<file path="config.mk">
export PLATFORM = sky130hd
export DESIGN_NAME = int_issue_top
export DESIGN_NICKNAME = d
export VERILOG_FILES = /design/src/design/int_issue_pkg.sv /design/src/design/issue_queue.sv /design/src/design/int_scheduler.sv /design/src/design/int_exec_units.sv /design/src/design/lsu_model.sv /design/src/design/int_issue_top.sv
export SDC_FILE = /design/constraint.sdc
export NUM_CORES = 1
export LEC_CHECK = 0
export BUFFER_PORTS_ARGS = -buffer_cell sky130_fd_sc_hd__buf_2
export CAP_MARGIN = 20
export CORE_MARGIN = 8
export CORE_UTILIZATION = 59
export DETAILED_ROUTE_END_ITERATION = 6
export GPL_TIMING_DRIVEN = 0
export PLACE_DENSITY = 0.77
export SETUP_SLACK_MARGIN = 0.4
export SYNTH_ARGS = -nofsm -noshare
export SYNTH_HDL_FRONTEND = slang
export SYNTH_SLANG_ARGS = --single-unit
</file>
<file path="constraint.sdc">
create_clock -name clk_i -period 6.61 [get_ports clk_i]
set_clock_uncertainty 0.2 [all_clocks]
set_input_delay 1.322 -clock clk_i [delete_from_list [all_inputs] [get_ports clk_i]]
set_output_delay 1.322 -clock clk_i [all_outputs]
set_load 0.03 [all_outputs]
</file>
<file path="src/design/int_issue_pkg.sv">
package int_issue_pkg;

    // ================================================
    // Unit timing
    // ================================================

    // Cycles each unit adds after the issue register
    localparam int ALU_LATENCY = 0;
    localparam int BMU_LATENCY = 1;
    localparam int MUL_LATENCY = 4;
    localparam int DIV_LATENCY = 34;

    // Load/store occupancy from issue to writeback
    localparam int LSU_BUSY_CYCLES = 3;

    // Queue entries, equal to the dispatcher's credits after reset
    localparam int QUEUE_DEPTH = 4;
    localparam int QUEUE_PTR_W = $clog2(QUEUE_DEPTH);

    // Scheduler tracker layout
    // MUL slots first, then BMU slots, DIV slot last
    localparam int TRACK_SLOTS = MUL_LATENCY + BMU_LATENCY + 1;
    localparam int DIV_SLOT = TRACK_SLOTS - 1;

    // ================================================
    // Types
    // ================================================

    typedef logic [4:0] reg_addr_t;
    typedef logic [7:0] instr_tag_t;
    typedef logic [5:0] lat_cnt_t;
    typedef logic [2:0] credit_cnt_t;

    typedef enum logic [2:0] {
        UNIT_ALU,
        UNIT_BMU,
        UNIT_MUL,
        UNIT_DIV,
        UNIT_LOAD,
        UNIT_STORE
    } exec_unit_e;

    // Decoded instruction as seen by the issue stage
    typedef struct packed {
        exec_unit_e unit;
        reg_addr_t  src1;
        reg_addr_t  src2;
        reg_addr_t  dest;
        instr_tag_t tag;
    } issue_instr_t;

    // One result on a writeback port
    typedef struct packed {
        logic       valid;
        reg_addr_t  dest;
        instr_tag_t tag;
    } writeback_t;

endpackage

</file>
<file path="src/design/issue_queue.sv">
`timescale 1ns/1ps

module issue_queue (
    input  logic                        clk_i,
    input  logic                        rst_n_i,
    input  logic                        kill_i,
    input  logic                        dispatch_valid_i,
    input  int_issue_pkg::issue_instr_t dispatch_instr_i,
    input  logic                        issue_i,
    output logic                        head_valid_o,
    output int_issue_pkg::issue_instr_t head_instr_o,
    output logic                        credit_return_o
);
    import int_issue_pkg::*;

    issue_instr_t             mem [QUEUE_DEPTH];
    logic [QUEUE_PTR_W-1:0]   wr_ptr;
    logic [QUEUE_PTR_W-1:0]   rd_ptr;
    credit_cnt_t              count;
    credit_cnt_t              flush_cnt;
    credit_cnt_t              kill_credits;
    logic                     push;
    logic                     drain;

    // A dispatch in the kill cycle is dropped and its credit is flushed
    assign push = dispatch_valid_i && !kill_i;

    // Issue owns the credit pulse, flush credits wait for a free cycle
    assign drain = !issue_i && (flush_cnt != '0);
    assign credit_return_o = issue_i || (flush_cnt != '0);

    // Entries that leave without issue on a kill
    assign kill_credits = kill_i ?
        count + credit_cnt_t'(dispatch_valid_i) - credit_cnt_t'(issue_i) : '0;

    assign head_valid_o = (count != '0);
    assign head_instr_o = mem[rd_ptr];

    always_ff @(posedge clk_i) begin
        if (!rst_n_i) begin
            wr_ptr    <= '0;
            rd_ptr    <= '0;
            count     <= '0;
            flush_cnt <= '0;
        end else begin
            flush_cnt <= flush_cnt + kill_credits - credit_cnt_t'(drain);
            if (kill_i) begin
                wr_ptr <= '0;
                rd_ptr <= '0;
                count  <= '0;
            end else begin
                // Pointers wrap on their own, depth is a power of two
                wr_ptr <= wr_ptr + QUEUE_PTR_W'(push);
                rd_ptr <= rd_ptr + QUEUE_PTR_W'(issue_i);
                count  <= count + credit_cnt_t'(push) - credit_cnt_t'(issue_i);
            end
        end
    end

    // Storage only
    always_ff @(posedge clk_i) begin
        if (push) begin
            mem[wr_ptr] <= dispatch_instr_i;
        end
    end

    // A credit freed by issue reaches the dispatcher only after this cycle
    a_no_push_full : assert property (@(posedge clk_i) disable iff (!rst_n_i)
        dispatch_valid_i |-> (count != credit_cnt_t'(QUEUE_DEPTH)));

    // Scheduler never issues from an empty queue
    a_no_issue_empty : assert property (@(posedge clk_i) disable iff (!rst_n_i)
        issue_i |-> head_valid_o);

endmodule

</file>
<file path="src/design/int_scheduler.sv">
`timescale 1ns/1ps

module int_scheduler (
    input  logic                        clk_i,
    input  logic                        rst_n_i,
    input  logic                        kill_i,
    input  logic                        head_valid_i,
    input  int_issue_pkg::issue_instr_t head_instr_i,
    input  logic                        lsu_idle_i,
    output logic                        issue_o,
    output logic                        pipeline_empty_o
);
    import int_issue_pkg::*;

    lat_cnt_t               slot_cnt  [TRACK_SLOTS];
    reg_addr_t              slot_dest [TRACK_SLOTS];
    logic [TRACK_SLOTS-1:0] slot_live;
    logic [TRACK_SLOTS-1:0] slot_load;
    logic [TRACK_SLOTS-1:0] slot_raw;
    logic [TRACK_SLOTS-1:0] slot_lat;
    logic [TRACK_SLOTS-1:0] slot_ending;
    lat_cnt_t               mul_ptr;
    lat_cnt_t               bmu_ptr;
    lat_cnt_t               head_latency;
    reg_addr_t              ld_dest;
    reg_addr_t              st_dest;
    logic                   issue_mul;
    logic                   issue_bmu;
    logic                   issue_div;
    logic                   issue_ld;
    logic                   issue_st;
    logic                   unit_busy;
    logic                   raw_hazard;
    logic                   latency_hazard;

    // Nonzero register shared with any operand of the head
    function automatic logic hits(input reg_addr_t r, input issue_instr_t h);
        return (r != '0) && ((r == h.src1) || (r == h.src2) || (r == h.dest));
    endfunction

    // Countdown loaded into a slot on issue
    function automatic lat_cnt_t slot_init(input int idx);
        if (idx < MUL_LATENCY) begin
            return lat_cnt_t'(MUL_LATENCY);
        end else if (idx < DIV_SLOT) begin
            return lat_cnt_t'(BMU_LATENCY);
        end
        return lat_cnt_t'(DIV_LATENCY);
    endfunction

    // ================================================
    // Head latency and issue strobes
    // ================================================

    always_comb begin
        case (head_instr_i.unit)
            UNIT_ALU: head_latency = lat_cnt_t'(ALU_LATENCY + 1);
            UNIT_BMU: head_latency = lat_cnt_t'(BMU_LATENCY + 1);
            UNIT_MUL: head_latency = lat_cnt_t'(MUL_LATENCY + 1);
            UNIT_DIV: head_latency = lat_cnt_t'(DIV_LATENCY + 1);
            // LSU results use their own port
            default:  head_latency = '0;
        endcase
    end

    assign issue_mul = issue_o && (head_instr_i.unit == UNIT_MUL);
    assign issue_bmu = issue_o && (head_instr_i.unit == UNIT_BMU);
    assign issue_div = issue_o && (head_instr_i.unit == UNIT_DIV);
    assign issue_ld  = issue_o && (head_instr_i.unit == UNIT_LOAD);
    assign issue_st  = issue_o && (head_instr_i.unit == UNIT_STORE);

    // Round-robin slot pick inside each unit's group
    always_comb begin
        for (int i = 0; i < TRACK_SLOTS; i++) begin
            if (i < MUL_LATENCY) begin
                slot_load[i] = issue_mul && (mul_ptr == lat_cnt_t'(i));
            end else if (i < DIV_SLOT) begin
                slot_load[i] = issue_bmu && (bmu_ptr == lat_cnt_t'(i - MUL_LATENCY));
            end else begin
                slot_load[i] = issue_div;
            end
        end
    end

    // ================================================
    // In-flight trackers
    // ================================================

    always_ff @(posedge clk_i) begin
        for (int i = 0; i < TRACK_SLOTS; i++) begin
            if (!rst_n_i || kill_i) begin
                slot_cnt[i] <= '0;
            end else if (slot_load[i]) begin
                slot_cnt[i] <= slot_init(i);
            end else if (slot_live[i]) begin
                slot_cnt[i] <= slot_cnt[i] - 1'b1;
            end
        end
    end

    always_ff @(posedge clk_i) begin
        if (!rst_n_i || kill_i) begin
            mul_ptr <= '0;
            bmu_ptr <= '0;
        end else begin
            if (issue_mul) begin
                mul_ptr <= (mul_ptr == lat_cnt_t'(MUL_LATENCY - 1)) ? '0 : mul_ptr + 1'b1;
            end
            if (issue_bmu) begin
                bmu_ptr <= (bmu_ptr == lat_cnt_t'(BMU_LATENCY - 1)) ? '0 : bmu_ptr + 1'b1;
            end
        end
    end

    // Destinations only matter while the matching slot or the LSU is busy
    always_ff @(posedge clk_i) begin
        for (int i = 0; i < TRACK_SLOTS; i++) begin
            if (slot_load[i]) begin
                slot_dest[i] <= head_instr_i.dest;
            end
        end
        if (issue_ld) begin
            ld_dest <= head_instr_i.dest;
            st_dest <= '0;
        end else if (issue_st) begin
            st_dest <= head_instr_i.dest;
            ld_dest <= '0;
        end
    end

    // ================================================
    // Hazards and issue
    // ================================================

    always_comb begin
        for (int i = 0; i < TRACK_SLOTS; i++) begin
            slot_live[i]   = (slot_cnt[i] != '0);
            slot_ending[i] = (slot_cnt[i] == lat_cnt_t'(1));
            slot_raw[i]    = slot_live[i] && hits(slot_dest[i], head_instr_i);
            // Head would share the writeback cycle with this slot
            slot_lat[i]    = slot_live[i] && (slot_cnt[i] == head_latency);
        end
    end

    assign raw_hazard = (|slot_raw) || (!lsu_idle_i &&
        (hits(ld_dest, head_instr_i) || hits(st_dest, head_instr_i)));
    assign latency_hazard = |slot_lat;

    // DIV and LSU are not pipelined
    assign unit_busy = ((head_instr_i.unit == UNIT_DIV) && slot_live[DIV_SLOT]) ||
        (((head_instr_i.unit == UNIT_LOAD) || (head_instr_i.unit == UNIT_STORE)) &&
        !lsu_idle_i);

    // Head in a kill cycle is flushed, not issued
    assign issue_o = head_valid_i && !kill_i && !(raw_hazard || latency_hazard || unit_busy);

    assign pipeline_empty_o = !(|slot_live) && lsu_idle_i;

    // One tracked result per writeback cycle
    a_single_ending : assert property (@(posedge clk_i) disable iff (!rst_n_i)
        $onehot0(slot_ending));

endmodule

</file>
<file path="src/design/int_exec_units.sv">
`timescale 1ns/1ps

module int_exec_units (
    input  logic                        clk_i,
    input  logic                        rst_n_i,
    input  logic                        kill_i,
    input  logic                        issue_i,
    input  int_issue_pkg::issue_instr_t instr_i,
    output int_issue_pkg::writeback_t   int_wb_o
);
    import int_issue_pkg::*;

    writeback_t alu_pipe [ALU_LATENCY + 1];
    writeback_t bmu_pipe [BMU_LATENCY + 1];
    writeback_t mul_pipe [MUL_LATENCY + 1];
    writeback_t div_entry;
    lat_cnt_t   div_cnt;
    writeback_t alu_out;
    writeback_t bmu_out;
    writeback_t mul_out;
    logic       alu_sel;
    logic       bmu_sel;
    logic       mul_sel;
    logic       div_sel;
    logic       div_done;

    assign alu_sel = issue_i && (instr_i.unit == UNIT_ALU);
    assign bmu_sel = issue_i && (instr_i.unit == UNIT_BMU);
    assign mul_sel = issue_i && (instr_i.unit == UNIT_MUL);
    assign div_sel = issue_i && (instr_i.unit == UNIT_DIV);

    // ================================================
    // Pipelined units
    // ================================================

    // Stage 0 is the issue register, last stage feeds writeback
    always_ff @(posedge clk_i) begin
        if (!rst_n_i || kill_i) begin
            alu_pipe <= '{default: '0};
            bmu_pipe <= '{default: '0};
            mul_pipe <= '{default: '0};
        end else begin
            alu_pipe[0] <= '{valid: alu_sel, dest: instr_i.dest, tag: instr_i.tag};
            bmu_pipe[0] <= '{valid: bmu_sel, dest: instr_i.dest, tag: instr_i.tag};
            mul_pipe[0] <= '{valid: mul_sel, dest: instr_i.dest, tag: instr_i.tag};
            for (int s = 1; s <= ALU_LATENCY; s++) begin
                alu_pipe[s] <= alu_pipe[s-1];
            end
            for (int s = 1; s <= BMU_LATENCY; s++) begin
                bmu_pipe[s] <= bmu_pipe[s-1];
            end
            for (int s = 1; s <= MUL_LATENCY; s++) begin
                mul_pipe[s] <= mul_pipe[s-1];
            end
        end
    end

    assign alu_out = alu_pipe[ALU_LATENCY];
    assign bmu_out = bmu_pipe[BMU_LATENCY];
    assign mul_out = mul_pipe[MUL_LATENCY];

    // ================================================
    // Divider
    // ================================================

    // Single entry, counts down to its writeback cycle
    always_ff @(posedge clk_i) begin
        if (!rst_n_i || kill_i) begin
            div_entry <= '0;
            div_cnt   <= '0;
        end else if (div_sel) begin
            div_entry <= '{valid: 1'b1, dest: instr_i.dest, tag: instr_i.tag};
            div_cnt   <= lat_cnt_t'(DIV_LATENCY);
        end else if (div_done) begin
            div_entry.valid <= 1'b0;
        end else if (div_entry.valid) begin
            div_cnt <= div_cnt - 1'b1;
        end
    end

    assign div_done = div_entry.valid && (div_cnt == '0);

    // ================================================
    // Writeback merge
    // ================================================

    always_comb begin
        int_wb_o = '0;
        if (alu_out.valid) begin
            int_wb_o = alu_out;
        end else if (bmu_out.valid) begin
            int_wb_o = bmu_out;
        end else if (mul_out.valid) begin
            int_wb_o = mul_out;
        end else if (div_done) begin
            int_wb_o = div_entry;
        end
    end

    // Scheduler latency checks keep the shared port collision free
    a_one_writeback : assert property (@(posedge clk_i) disable iff (!rst_n_i)
        $onehot0({alu_out.valid, bmu_out.valid, mul_out.valid, div_done}));

endmodule

</file>
<file path="src/design/lsu_model.sv">
`timescale 1ns/1ps

module lsu_model (
    input  logic                        clk_i,
    input  logic                        rst_n_i,
    input  logic                        kill_i,
    input  logic                        issue_i,
    input  int_issue_pkg::issue_instr_t instr_i,
    output logic                        lsu_idle_o,
    output int_issue_pkg::writeback_t   lsu_wb_o
);
    import int_issue_pkg::*;

    logic       busy;
    lat_cnt_t   busy_cnt;
    writeback_t entry;
    logic       done;

    // Busy from the cycle after issue through the writeback cycle
    always_ff @(posedge clk_i) begin
        if (!rst_n_i || kill_i) begin
            busy     <= 1'b0;
            busy_cnt <= '0;
        end else if (issue_i) begin
            busy     <= 1'b1;
            busy_cnt <= lat_cnt_t'(LSU_BUSY_CYCLES - 1);
        end else if (done) begin
            busy <= 1'b0;
        end else if (busy) begin
            busy_cnt <= busy_cnt - 1'b1;
        end
    end

    // Valid bit marks a load, stores only occupy the unit
    always_ff @(posedge clk_i) begin
        if (issue_i) begin
            entry <= '{valid: instr_i.unit == UNIT_LOAD, dest: instr_i.dest, tag: instr_i.tag};
        end
    end

    assign done = busy && (busy_cnt == '0);
    assign lsu_idle_o = !busy;
    assign lsu_wb_o = '{valid: done && entry.valid, dest: entry.dest, tag: entry.tag};

    // Scheduler holds LSU heads until the unit is free
    a_issue_idle : assert property (@(posedge clk_i) disable iff (!rst_n_i)
        issue_i |-> lsu_idle_o);

endmodule

</file>
<file path="src/design/int_issue_top.sv">
`timescale 1ns/1ps

module int_issue_top (
    input  logic                        clk_i,
    input  logic                        rst_n_i,
    input  logic                        kill_i,
    input  logic                        dispatch_valid_i,
    input  int_issue_pkg::issue_instr_t dispatch_instr_i,
    output logic                        credit_return_o,
    output int_issue_pkg::writeback_t   int_wb_o,
    output int_issue_pkg::writeback_t   lsu_wb_o,
    output logic                        pipeline_empty_o
);
    import int_issue_pkg::*;

    logic         head_valid;
    issue_instr_t head_instr;
    logic         issue;
    logic         lsu_idle;
    logic         lsu_issue;
    logic         int_issue;

    // Issue goes to the unit group named by the head
    assign lsu_issue = issue &&
        ((head_instr.unit == UNIT_LOAD) || (head_instr.unit == UNIT_STORE));
    assign int_issue = issue && !lsu_issue;

    issue_queue u_queue (
        .clk_i            (clk_i),
        .rst_n_i          (rst_n_i),
        .kill_i           (kill_i),
        .dispatch_valid_i (dispatch_valid_i),
        .dispatch_instr_i (dispatch_instr_i),
        .issue_i          (issue),
        .head_valid_o     (head_valid),
        .head_instr_o     (head_instr),
        .credit_return_o  (credit_return_o)
    );

    int_scheduler u_sched (
        .clk_i            (clk_i),
        .rst_n_i          (rst_n_i),
        .kill_i           (kill_i),
        .head_valid_i     (head_valid),
        .head_instr_i     (head_instr),
        .lsu_idle_i       (lsu_idle),
        .issue_o          (issue),
        .pipeline_empty_o (pipeline_empty_o)
    );

    int_exec_units u_units (
        .clk_i    (clk_i),
        .rst_n_i  (rst_n_i),
        .kill_i   (kill_i),
        .issue_i  (int_issue),
        .instr_i  (head_instr),
        .int_wb_o (int_wb_o)
    );

    lsu_model u_lsu (
        .clk_i      (clk_i),
        .rst_n_i    (rst_n_i),
        .kill_i     (kill_i),
        .issue_i    (lsu_issue),
        .instr_i    (head_instr),
        .lsu_idle_o (lsu_idle),
        .lsu_wb_o   (lsu_wb_o)
    );

endmodule

</file>
==> results.sh, run 1 <==
export IMPL_num_fill_cells=1803
export IMPL_core_um2=24100
export IMPL_cells_along_the_critical_path="buf_8, mux4_2, buf_4, nand2b_1, nand2b_1, a22oi_1, a21oi_1, or4_1, or4_4, inv_4, buf_8, buf_8, ha_1, inv_1, ha_1, inv_1, fa_1, nand2b_4, ha_4, fa_2, xor2_1, xnor2_1, nand3_1, and3b_1"
export IMPL_area_sequential_um2=8220
export IMPL_syn_instance_count=1238
export IMPL_sequentialPowerShare_pct=44.5
export IMPL_synth_compound_area_share_pct=5.15
export IMPL_clk_insertion_delay_late_ns=0.53
export IMPL_startpoint_type="flop"
export IMPL_tightestPinTransition_ns=1.01
export IMPL_dieHeight_um=172
export IMPL_final_max_slew_viol_count=0
export IMPL_synth_seq_cells=316
export IMPL_grt_remaining_overflow=0
export IMPL_timing_critical_path_to_type="flop"
export IMPL_slowest_delay_ns=0.63
export IMPL_design_area_um2=16500
export IMPL_cts_num_sinks=316
export IMPL_cts_tree="yes"
export IMPL_antenna_violations_before_repair=1
export IMPL_max_slew_margin_pct=32.2
export IMPL_total_power_uw=5400
export IMPL_seq_area_frac_synth_pct=57.1
export IMPL_std_cell_rows=57
export IMPL_max_freq_mhz=166
export IMPL_antenna_cells=0
export IMPL_placer_s_final_routability_congestion_estimate=0.873
export IMPL_first_iter_violations=755
export IMPL_drt_pre_antenna_iters=5
export IMPL_final_hold_violation_count=0
export IMPL_die_width_um=172
export IMPL_timing_critical_path_arrival_ns=6.23
export IMPL_detail_route_drc_violations=0
export IMPL_cts_buffers_inserted=34
export IMPL_synth_largest_type_area_fraction_pct=39.4
export IMPL_drtAntennaViolNets=0
export IMPL_layout_drive_gt1_share_pct=15.9
export IMPL_count_of_boundary_i_o_pins=60
export IMPL_ys_dominant_reg_cell="sky130_fd_sc_hd__edfxtp_1"
export IMPL_largest_net_degree_at_the_start_of_global_routing=24
export IMPL_intPower_uw=3870
export IMPL_layout_cells_most_common="sky130_fd_sc_hd__edfxtp_1"
export IMPL_dpl_hpwl_um=22000
export IMPL_post_synth_fa_ha_maj_area_fraction_pct=2.33
export IMPL_grt_pass1_vias=9549
export IMPL_cts_path_max_buffers=3
export IMPL_power_per_cell_area_nw_per_um2=327
export IMPL_worst_endpoint_required_ns=6.82
export IMPL_multi_input_logic_area_um2=5620
export IMPL_cts_root_buffer_cell="sky130_fd_sc_hd__clkbuf_16"
export IMPL_nets=1402
export IMPL_syn_to_final_growth_pct=14.5
export IMPL_power_switching_uw=1520
export IMPL_power_leakage_uw=0.00623
export IMPL_synth_simple_area_share_pct=16.1
export IMPL_place_area_um2=15200
export IMPL_yosys_area_share_xor_xnor_pct=9.61
export IMPL_initial_utilization_pct=59.7
export IMPL_place_port_buffers=59
export IMPL_combinationalPowerShare_pct=20.0
export IMPL_postSynth_asyncResetShare_pct=0
export IMPL_rrSetupSlack_ns=0.59
export IMPL_synth_area_leaders="sky130_fd_sc_hd__edfxtp_1 39%, sky130_fd_sc_hd__dfxtp_1 18%, sky130_fd_sc_hd__xnor2_1 7.3%"
export IMPL_synth_yosys_warnings=0
export IMPL_power_switching_share_pct=28.3
export IMPL_yosysTopAreaCell="sky130_fd_sc_hd__edfxtp_1"
export IMPL_routed_via_count=9652
export IMPL_muxShareOfSynthArea_pct=5.61
export IMPL_post_route_util_pct=68.4
export IMPL_synth_top_family_by_area="simple AND/OR/NAND/NOR gates"
export IMPL_critical_path_slowest_cell="sky130_fd_sc_hd__mux4_2"
export IMPL_fin_crit_sh_pct=91.1
export IMPL_rsz0062_at_grt="false"
export IMPL_path_max_fanout=10
export IMPL_share_clk_of_total_power_pct=35.4
export IMPL_design_die_area_um2=29700
export IMPL_cts_max_level=2
export IMPL_vias_per_cell=5.70
export IMPL_grt_first_pass_wirelength_um=51000
export IMPL_postCtsHoldBufs=0
export IMPL_mostFrequentLayoutCells="189 x sky130_fd_sc_hd__edfxtp_1, 126 x sky130_fd_sc_hd__dfxtp_1, 120 x sky130_fd_sc_hd__xnor2_1, 99 x sky130_fd_sc_hd__nand2_1, 77 x sky130_fd_sc_hd__buf_2"
export IMPL_netlist_area_um2=14400
export IMPL_synth_enable_flop_cells=189
export IMPL_timing_hold_worst_class="flop to flop"
export IMPL_max_cap_violations=0
export IMPL_final_setup_violating_endpoints=0
export IMPL_drt_total_wl_um=32300
export IMPL_period_minus_slack_ns=6.02
export IMPL_clk_pin_slew_worst_paths_ns=0.06
export IMPL_ys_types=62
export IMPL_worst_setup_path_type="flop to flop"
export IMPL_status="complete, no violations"
export IMPL_global_route_total_usage_across_every_layer_pct=22.1
export IMPL_final_setup_tns_ns=0
export IMPL_route_detailed_wl_per_inst_um=19.1
export IMPL_cp_common_cell="sky130_fd_sc_hd__buf_8"
export IMPL_vdd_ir_drop_worst_mv=0.227
export IMPL_syn_avg_cell_area_um2=11.6
export IMPL_post_synth_net_total=1293
flip-flops by register name, indices dropped and copies added, names as in the netlist, 5 cells and up:
name	count
u_sched.slot_dest	30
u_sched.slot_cnt	36
u_units.mul_pipe	38
u_units.bmu_out	6
u_units.alu_out	14
u_sched.bmu_ptr	6
u_queue.mem	104
u_sched.st_dest	5
u_sched.ld_dest	5
u_units.div_entry	14
u_sched.mul_ptr	6
u_units.div_cnt	6
u_lsu.lsu_wb_o	13
u_lsu.busy_cnt	6
u_units.mul_out	14
path summary, 6_finish.rpt:
| kind | start | to | cells after the start |
|---|---|---|---|
| setup reg to reg | u_queue.rd_ptr[0] | u_queue.flush_cnt[2] | 24 |
| setup / recovery | u_queue.rd_ptr[0] | u_queue.flush_cnt[2] | 24 |
| hold / removal | u_units.mul_pipe[32] | u_units.mul_pipe[18] | 1 |
| hold reg to reg | u_units.mul_pipe[32] | u_units.mul_pipe[18] | 1 |
through the flow:
stage	std cells	setup WS, ns	hold slack [ns]
after floorplan	1238	0.875	0.206
after detailed placement	1627	-0.0772	0.214
after global placement	1621	-0.0107	0.207
after global routing	1694	0.397	0.236
after CTS	1692	0.452	0.226
final	1694	0.589	0.224
what timing repair did:
item / CTS / global route
setup endpoints to repair: 2 / 1
gates resized for setup: 16 / 10
pin swaps: 1 / 2
setup buffers: 6 / 2
cell usage after synthesis, drive strengths merged (3+ instances only):
library cell  instances
o31ai                 5
clkbuf               28
xnor2               120
nor2                 62
mux2i                21
dfxtp               127
and2                 67
o21a                  4
nand2                99
edfxtp              189
nand2b               14
nand4                30
a31o                  3
a21oi                51
xor2                 38
and3b                 3
fa                    3
a31oi                 3
o21ai                27
and3                 14
inv                  58
nor2b                11
buf                  45
nor3                 75
or4                  15
nor4                 17
a22oi                 4
mux4                 26
nand3                13
or3                   9
nand3b                4
a2111o                3
ha                   22
power by group through the flow:
stage	sequential, uW	clock, uW	combinational, uW
3_3_place_gp	2430	0	1010
3_5_place_dp	2440	0	1040
5_1_grt	2420	2020	1200
6_report	2400	1910	1080
2_1_floorplan	2400	0	819
4_1_cts	2400	1940	1060
per-layer routing:
metal  wire, um  track usage, %  vias to the layer above
met1      14000            29.2                     4701
met2      15600            36.5                      283
li1           -               -                     4598
met4        831            7.87                        0
met3       1890            3.52                       70
met5          0               0                        -
worst max-delay path, delay by kind of cell (launching register included):
kind | cells | cell delay, ns
AND/OR/NAND/NOR | 7 | 1.82
XOR/XNOR | 2 | 0.34
adder cells (fa/ha/maj) | 5 | 1.42
buffers and inverters | 7 | 0.84
AO/OA/AOI/OAI | 2 | 0.29
multiplexers | 1 | 0.63
flip-flops | 1 | 0.35
layout make-up:
cell class	count	area share (%)
flip-flops and latches	316	49.9
multi-input cells	791	34.1
inverters	58	1.34
well taps	324	2.46
clock buffers	44	5.83
repair buffers	73	2.79
plain buffers	73	2.55
clock inverters	15	1.03
cells by family after synthesis:
kind of cell,after synthesis
simple gates,440
flops,316
buf+inv,131
compound gates,120
mux,48
fa+ha+maj,25
xor+xnor,158
(Power assumes the default switching activity.)
==> inputs of run 2 (changes only) <==
- PLACE_DENSITY: 0.77 -> 0.75
==> run 2 against run 1 <==
Utilization shrank 0.39 points. Sequential share of layout area grew 0.29 points. Critical path depth is the same. Register-to-register slack is essentially flat. Final cell count is essentially flat. Global-route usage is essentially flat. Cell area shrank 0.58%.
==> results.sh, run 2 (synthesized netlist as in run 1, its figures left out) <==
export IMPL_rrSetupSlack_ns=0.60
export IMPL_antenna_violations_before_repair=0
export IMPL_max_freq_mhz=166
export IMPL_top_register="u_queue.mem"
export IMPL_period_minus_slack_ns=6.01
export IMPL_final_setup_worst_slack_ns=0.599
export IMPL_initial_utilization_pct=59.7
export IMPL_share_clk_of_total_power_pct=33.6
export IMPL_dp_worst_setup_slack_ns=-0.119
export IMPL_tightestPinTransition_ns=1.01
export IMPL_timing_critical_path_arrival_ns=6.21
export IMPL_detail_route_drc_violations=0
export IMPL_path_max_fanout=11
export IMPL_cts_num_sinks=316
export IMPL_grt_pass1_vias=9494
export IMPL_worst_endpoint_required_ns=6.81
export IMPL_startpoint_type="flop"
export IMPL_largest_net_degree_at_the_start_of_global_routing=24
export IMPL_fin_crit_sh_pct=90.9
export IMPL_cts_root_buffer_cell="sky130_fd_sc_hd__clkbuf_16"
export IMPL_std_cell_rows=57
export IMPL_syn_to_final_growth_pct=13.8
export IMPL_grt_remaining_overflow=0
export IMPL_power_leakage_uw=0.00616
export IMPL_layout_cells_most_common="sky130_fd_sc_hd__edfxtp_1"
export IMPL_cts_max_level=2
export IMPL_final_setup_violating_endpoints=0
export IMPL_core_um2=24100
export IMPL_place_port_buffers=59
export IMPL_drt_pre_antenna_iters=7
export IMPL_status="complete, no violations"
export IMPL_mostFrequentLayoutCells="189 x sky130_fd_sc_hd__edfxtp_1, 126 x sky130_fd_sc_hd__dfxtp_1, 119 x sky130_fd_sc_hd__xnor2_1, 99 x sky130_fd_sc_hd__nand2_1, 77 x sky130_fd_sc_hd__buf_2"
export IMPL_rsz0062_at_grt="false"
export IMPL_drt_total_wl_um=32300
export IMPL_worstHoldPathCells=1
export IMPL_clk_pin_slew_worst_paths_ns=0.06
export IMPL_layout_top_registers="u_queue.mem: 104 flops, u_units.mul_pipe: 38 flops, u_sched.slot_cnt: 36 flops"
export IMPL_cts_buffers_inserted=34
export IMPL_num_fill_cells=1792
export IMPL_cts_path_max_buffers=3
export IMPL_timing_critical_path_to_type="flop"
export IMPL_timing_hold_worst_class="flop to flop"
export IMPL_largest_register_ff_count=104
export IMPL_grt_first_pass_wirelength_um=50700
export IMPL_post_route_util_pct=68.0
export IMPL_nets=1400
export IMPL_worst_setup_path_type="flop to flop"
export IMPL_antenna_cells=0
export IMPL_cts_tree="yes"
export IMPL_postCtsHoldBufs=0
export IMPL_power_switching_uw=1530
export IMPL_intPower_uw=3750
export IMPL_global_route_total_usage_across_every_layer_pct=22.1
export IMPL_drtAntennaViolNets=0
export IMPL_max_slew_margin_pct=32.6
export IMPL_final_max_slew_viol_count=0
export IMPL_count_of_boundary_i_o_pins=60
export IMPL_combinationalPowerShare_pct=20.9
export IMPL_max_cap_violations=0
export IMPL_vias_per_cell=5.65
export IMPL_layout_drive_gt1_share_pct=15.6
export IMPL_power_switching_share_pct=29.0
export IMPL_power_per_cell_area_nw_per_um2=322
export IMPL_sequentialPowerShare_pct=45.5
export IMPL_die_width_um=172
export IMPL_clk_insertion_delay_late_ns=0.52
export IMPL_placer_s_final_routability_congestion_estimate=0.859
export IMPL_final_hold_violation_count=0
export IMPL_dpl_hpwl_um=21800
export IMPL_design_die_area_um2=29700
export IMPL_route_detailed_wl_per_inst_um=19.1
export IMPL_first_iter_violations=720
export IMPL_worst_r2r_cell_count=24
export IMPL_vdd_ir_drop_worst_mv=0.233
export IMPL_dieHeight_um=172
export IMPL_routed_via_count=9558
[run 2: layout make-up]
| class | count | area (um2) | share of cell area (%) |
|---|---|---|---|
| plain buffers | 73 | 422 | 2.57 |
| clock buffers | 49 | 948 | 5.79 |
| clock inverters | 11 | 86.3 | 0.527 |
| inverters | 58 | 218 | 1.33 |
| multi-input cells | 791 | 5630 | 34.4 |
| flip-flops and latches | 316 | 8220 | 50.2 |
| well taps | 324 | 405 | 2.47 |
| repair buffers | 71 | 453 | 2.76 |
[run 2: critical path, stage by stage (launching register included)]
cell and delay (ns):
sky130_fd_sc_hd__dfxtp_2 0.33, sky130_fd_sc_hd__buf_6 0.14, sky130_fd_sc_hd__mux4_2 0.44, sky130_fd_sc_hd__buf_4 0.17, sky130_fd_sc_hd__buf_2 0.24, sky130_fd_sc_hd__or2_1 0.28, sky130_fd_sc_hd__a2111o_1 0.19, sky130_fd_sc_hd__a21oi_1 0.05
sky130_fd_sc_hd__or4_1 0.57, sky130_fd_sc_hd__or4_4 0.54, sky130_fd_sc_hd__inv_2 0.09, sky130_fd_sc_hd__buf_6 0.11, sky130_fd_sc_hd__buf_12 0.13, sky130_fd_sc_hd__ha_1 0.24, sky130_fd_sc_hd__inv_1 0.09, sky130_fd_sc_hd__ha_1 0.16
sky130_fd_sc_hd__inv_1 0.05, sky130_fd_sc_hd__fa_1 0.41, sky130_fd_sc_hd__nand2b_1 0.15, sky130_fd_sc_hd__ha_1 0.30, sky130_fd_sc_hd__fa_2 0.41, sky130_fd_sc_hd__xor2_2 0.17, sky130_fd_sc_hd__xnor2_2 0.14, sky130_fd_sc_hd__a21oi_1 0.10
sky130_fd_sc_hd__and3b_1 0.18
[run 2: power groups by stage]
stage                     Combinational [uW]  Sequential, uW  Clock, uW
after floorplan                          819            2400          0
after global placement                  1020            2430          0
after detailed placement                1050            2440          0
after CTS                               1080            2400       1800
after global routing                    1230            2420       1880
final                                   1100            2400       1770
[run 2: final timing paths]
path,start,end
worst min register to register,u_units.mul_pipe[27],u_units.mul_out[13]
worst max register to register,u_queue.rd_ptr[0],u_queue.flush_cnt[2]
worst min-delay path,u_units.mul_pipe[27],u_units.mul_out[13]
worst max-delay path,u_queue.rd_ptr[0],u_queue.flush_cnt[2]
[run 2: per-layer routing]
metal / track usage (%) / vias up / part of all wire, %
met5: 0 / - / 0
li1: - / 4588 / -
met1: 29.6 / 4634 / 45
met2: 36.3 / 285 / 47
met4: 6.11 / 0 / 2.0
met3: 4.38 / 51 / 5.8
[run 2: what timing repair did]
| item | in CTS | in global routing |
|---|---|---|
| pin swaps | 1 | 2 |
| setup endpoints to repair | 2 | 1 |
| setup buffers | 5 | 2 |
| resized for setup | 18 | 9 |
[run 2: metrics by stage]
step / TNS (ns) / total power (uW) / cell area (um2) / hold slack [ns] / instances
after global placement: -0.0319 / 3450 / 15100 / 0.208 / 1621
after CTS: 0 / 5280 / 16300 / 0.220 / 1691
after detailed placement: -0.119 / 3490 / 15200 / 0.211 / 1626
final: 0 / 5280 / 16400 / 0.224 / 1693
after global routing: 0 / 5530 / 16400 / 0.233 / 1693
after floorplan: 0 / 3220 / 14400 / 0.206 / 1238
==> inputs of run 3 (changes only) <==
- CORE_MARGIN: 8 -> 2
- clock period: 6.61 -> 7.3 ns (I/O delays scaled with it)
==> run 3 against run 2 <==
Worst hold slack got worse by 0.0025 ns. Via count increased by 0.49%. Sequential power decreased by 9.6%. Clock power about the same. Sequential share of layout area increased by 0.092 points. Combinational power decreased by 12%. Cell area decreased by 0.20%. Highest routed layer unchanged. Fmax decreased by 8.7%. Flip-flop and latch count unchanged. Die area decreased by 13%.
==> results.sh, run 3 (synthesized netlist as in run 1, its figures left out) <==
export IMPL_status="complete, no violations"
export IMPL_antenna_cells=0
export IMPL_worst_endpoint_required_ns=7.50
export IMPL_vdd_ir_drop_worst_mv=0.247
export IMPL_drt_pre_antenna_iters=5
export IMPL_fin_crit_sh_pct=90.2
export IMPL_core_um2=24100
export IMPL_numPlacedInstances=1626
export IMPL_dpl_hpwl_um=21500
export IMPL_power_leakage_uw=0.00616
export IMPL_vias_per_cell=5.70
export IMPL_initial_utilization_pct=59.7
export IMPL_startpoint_type="flop"
export IMPL_final_max_slew_viol_count=0
export IMPL_critical_path_slowest_cell="sky130_fd_sc_hd__or4_4"
export IMPL_cells_along_the_critical_path="inv_1, ha_1, or3b_2, or3_1, o21ai_0, nor3_1, nor4_1, nand4_1, or4_4, inv_1, buf_2, clkbuf_4, ha_1, inv_1, ha_1, inv_1, fa_1, nand2b_1, ha_1, fa_1, xor2_1, xnor2_1, nand3_1, and3b_1"
export IMPL_max_freq_mhz=152
export IMPL_final_setup_tns_ns=0
export IMPL_layout_top_registers="u_queue.mem: 104 flops, u_units.mul_pipe: 38 flops, u_sched.slot_cnt: 36 flops"
export IMPL_max_slew_margin_pct=27.1
export IMPL_std_cell_rows=57
export IMPL_cts_num_sinks=316
export IMPL_cts_buffers_inserted=34
export IMPL_clk_insertion_delay_late_ns=0.51
export IMPL_detail_route_drc_violations=0
export IMPL_largest_net_degree_at_the_start_of_global_routing=24
export IMPL_global_route_total_usage_across_every_layer_pct=25.3
export IMPL_timing_critical_path_arrival_ns=6.78
export IMPL_finalNonFillerCells=1686
export IMPL_routed_via_count=9605
export IMPL_tightestPinTransition_ns=1.09
export IMPL_grt_pass1_vias=9656
export IMPL_syn_to_final_growth_pct=13.6
export IMPL_dieHeight_um=160
export IMPL_worst_setup_path_type="flop to flop"
export IMPL_placer_s_final_routability_congestion_estimate=0.864
export IMPL_layout_drive_gt1_share_pct=14.8
export IMPL_rsz0062_at_grt="false"
export IMPL_cts_root_buffer_cell="sky130_fd_sc_hd__clkbuf_16"
export IMPL_final_hold_violation_count=0
export IMPL_route_detailed_wl_per_inst_um=18.9
export IMPL_grt_first_pass_wirelength_um=51200
export IMPL_cts_max_level=2
export IMPL_design_area_um2=16400
export IMPL_drtAntennaViolNets=0
export IMPL_max_cap_violations=0
export IMPL_drt_total_wl_um=31900
export IMPL_timing_critical_path_to_type="flop"
export IMPL_top_register="u_queue.mem"
export IMPL_timing_hold_worst_class="flop to flop"
export IMPL_clk_pin_slew_worst_paths_ns=0.06
export IMPL_final_setup_violating_endpoints=0
export IMPL_layout_cells_most_common="sky130_fd_sc_hd__edfxtp_1"
export IMPL_post_route_util_pct=67.8
export IMPL_nets=1393
export IMPL_num_fill_cells=1824
export IMPL_power_per_cell_area_nw_per_um2=299
export IMPL_place_area_um2=15200
export IMPL_cts_path_max_buffers=3
export IMPL_cts_repair_timing_setup_buffer_count=0
export IMPL_period_minus_slack_ns=6.58
export IMPL_antenna_violations_before_repair=0
export IMPL_slowest_delay_ns=0.58
export IMPL_first_iter_violations=773
export IMPL_grt_remaining_overflow=0
export IMPL_design_die_area_um2=25700
export IMPL_cts_tree="yes"
export IMPL_mostFrequentLayoutCells="189 x sky130_fd_sc_hd__edfxtp_1, 127 x sky130_fd_sc_hd__dfxtp_1, 120 x sky130_fd_sc_hd__xnor2_1, 99 x sky130_fd_sc_hd__nand2_1, 79 x sky130_fd_sc_hd__buf_2"
export IMPL_cp_num_buf_inv=6
export IMPL_place_port_buffers=59
export IMPL_critical_path_top_delay_family="simple AND/OR/NAND/NOR gates"
export IMPL_largest_register_ff_count=104
export IMPL_die_width_um=160
export IMPL_path_max_fanout=11
export IMPL_count_of_boundary_i_o_pins=60
## run 3: cell count changes in the layout (fill, tap and decap cells not counted), moves of 2 or more
cell / change
sky130_fd_sc_hd__clkbuf_4: +3
sky130_fd_sc_hd__clkinvlp_4: -2
sky130_fd_sc_hd__buf_2: +2
sky130_fd_sc_hd__bufinv_16: +4
sky130_fd_sc_hd__buf_4: -8
sky130_fd_sc_hd__clkbuf_1: -2
sky130_fd_sc_hd__clkbuf_8: +2
sky130_fd_sc_hd__buf_6: -3
## run 3: timing repair
action                                  CTS  global route
gates resized for setup                   0             6
hold buffers                              0             0
endpoints found under the setup margin    0             1
## run 3: worst paths after layout
check	from	to	slack, ns	depth (start not counted)
setup / recovery	u_sched.slot_cnt[1][0]	u_queue.flush_cnt[2]	0.72	24
setup reg to reg	u_sched.slot_cnt[1][0]	u_queue.flush_cnt[2]	0.72	24
hold / removal	u_units.mul_pipe[69]	u_units.mul_pipe[55]	0.22	1
hold reg to reg	u_units.mul_pipe[69]	u_units.mul_pipe[55]	0.22	1
## run 3: power breakdown
part	switching, uW	total (uW)	internal (uW)
sequential	130	2170	2040
combinational	554	963	409
clock	685	1760	1070
total	1370	4890	3530
## run 3: layout make-up
cell class                      instances  area, um2  area share [%]
Clock buffer                           48        970            5.93
Tap cell                              324        405            2.48
Sequential cell                       316       8220            50.3
Timing Repair Buffer                   64        388            2.37
Buffer                                 73        387            2.36
Clock inverter                         12        171            1.05
Multi-Input combinational cell        791       5600            34.2
Inverter                               58        218            1.33
## run 3: metrics by stage
| step | worst slack [ns] | power, uW | hold WS [ns] |
|---|---|---|---|
| after floorplan | 1.56 | 2910 | 0.206 |
| after global placement | 0.626 | 3130 | 0.208 |
| after detailed placement | 0.550 | 3150 | 0.213 |
| after CTS | 0.510 | 4920 | 0.227 |
| after global routing | 0.401 | 5120 | 0.233 |
| final | 0.716 | 4890 | 0.222 |
## run 3: metal layers
metal | up-vias | GRT usage [%] | part of all wire (%)
met3 | 49 | 4.00 | 5.6
met4 | 0 | 7.37 | 2.2
li1 | 4570 | - | -
met1 | 4717 | 34.1 | 44
met5 | - | 0 | 0
met2 | 269 | 42.6 | 49
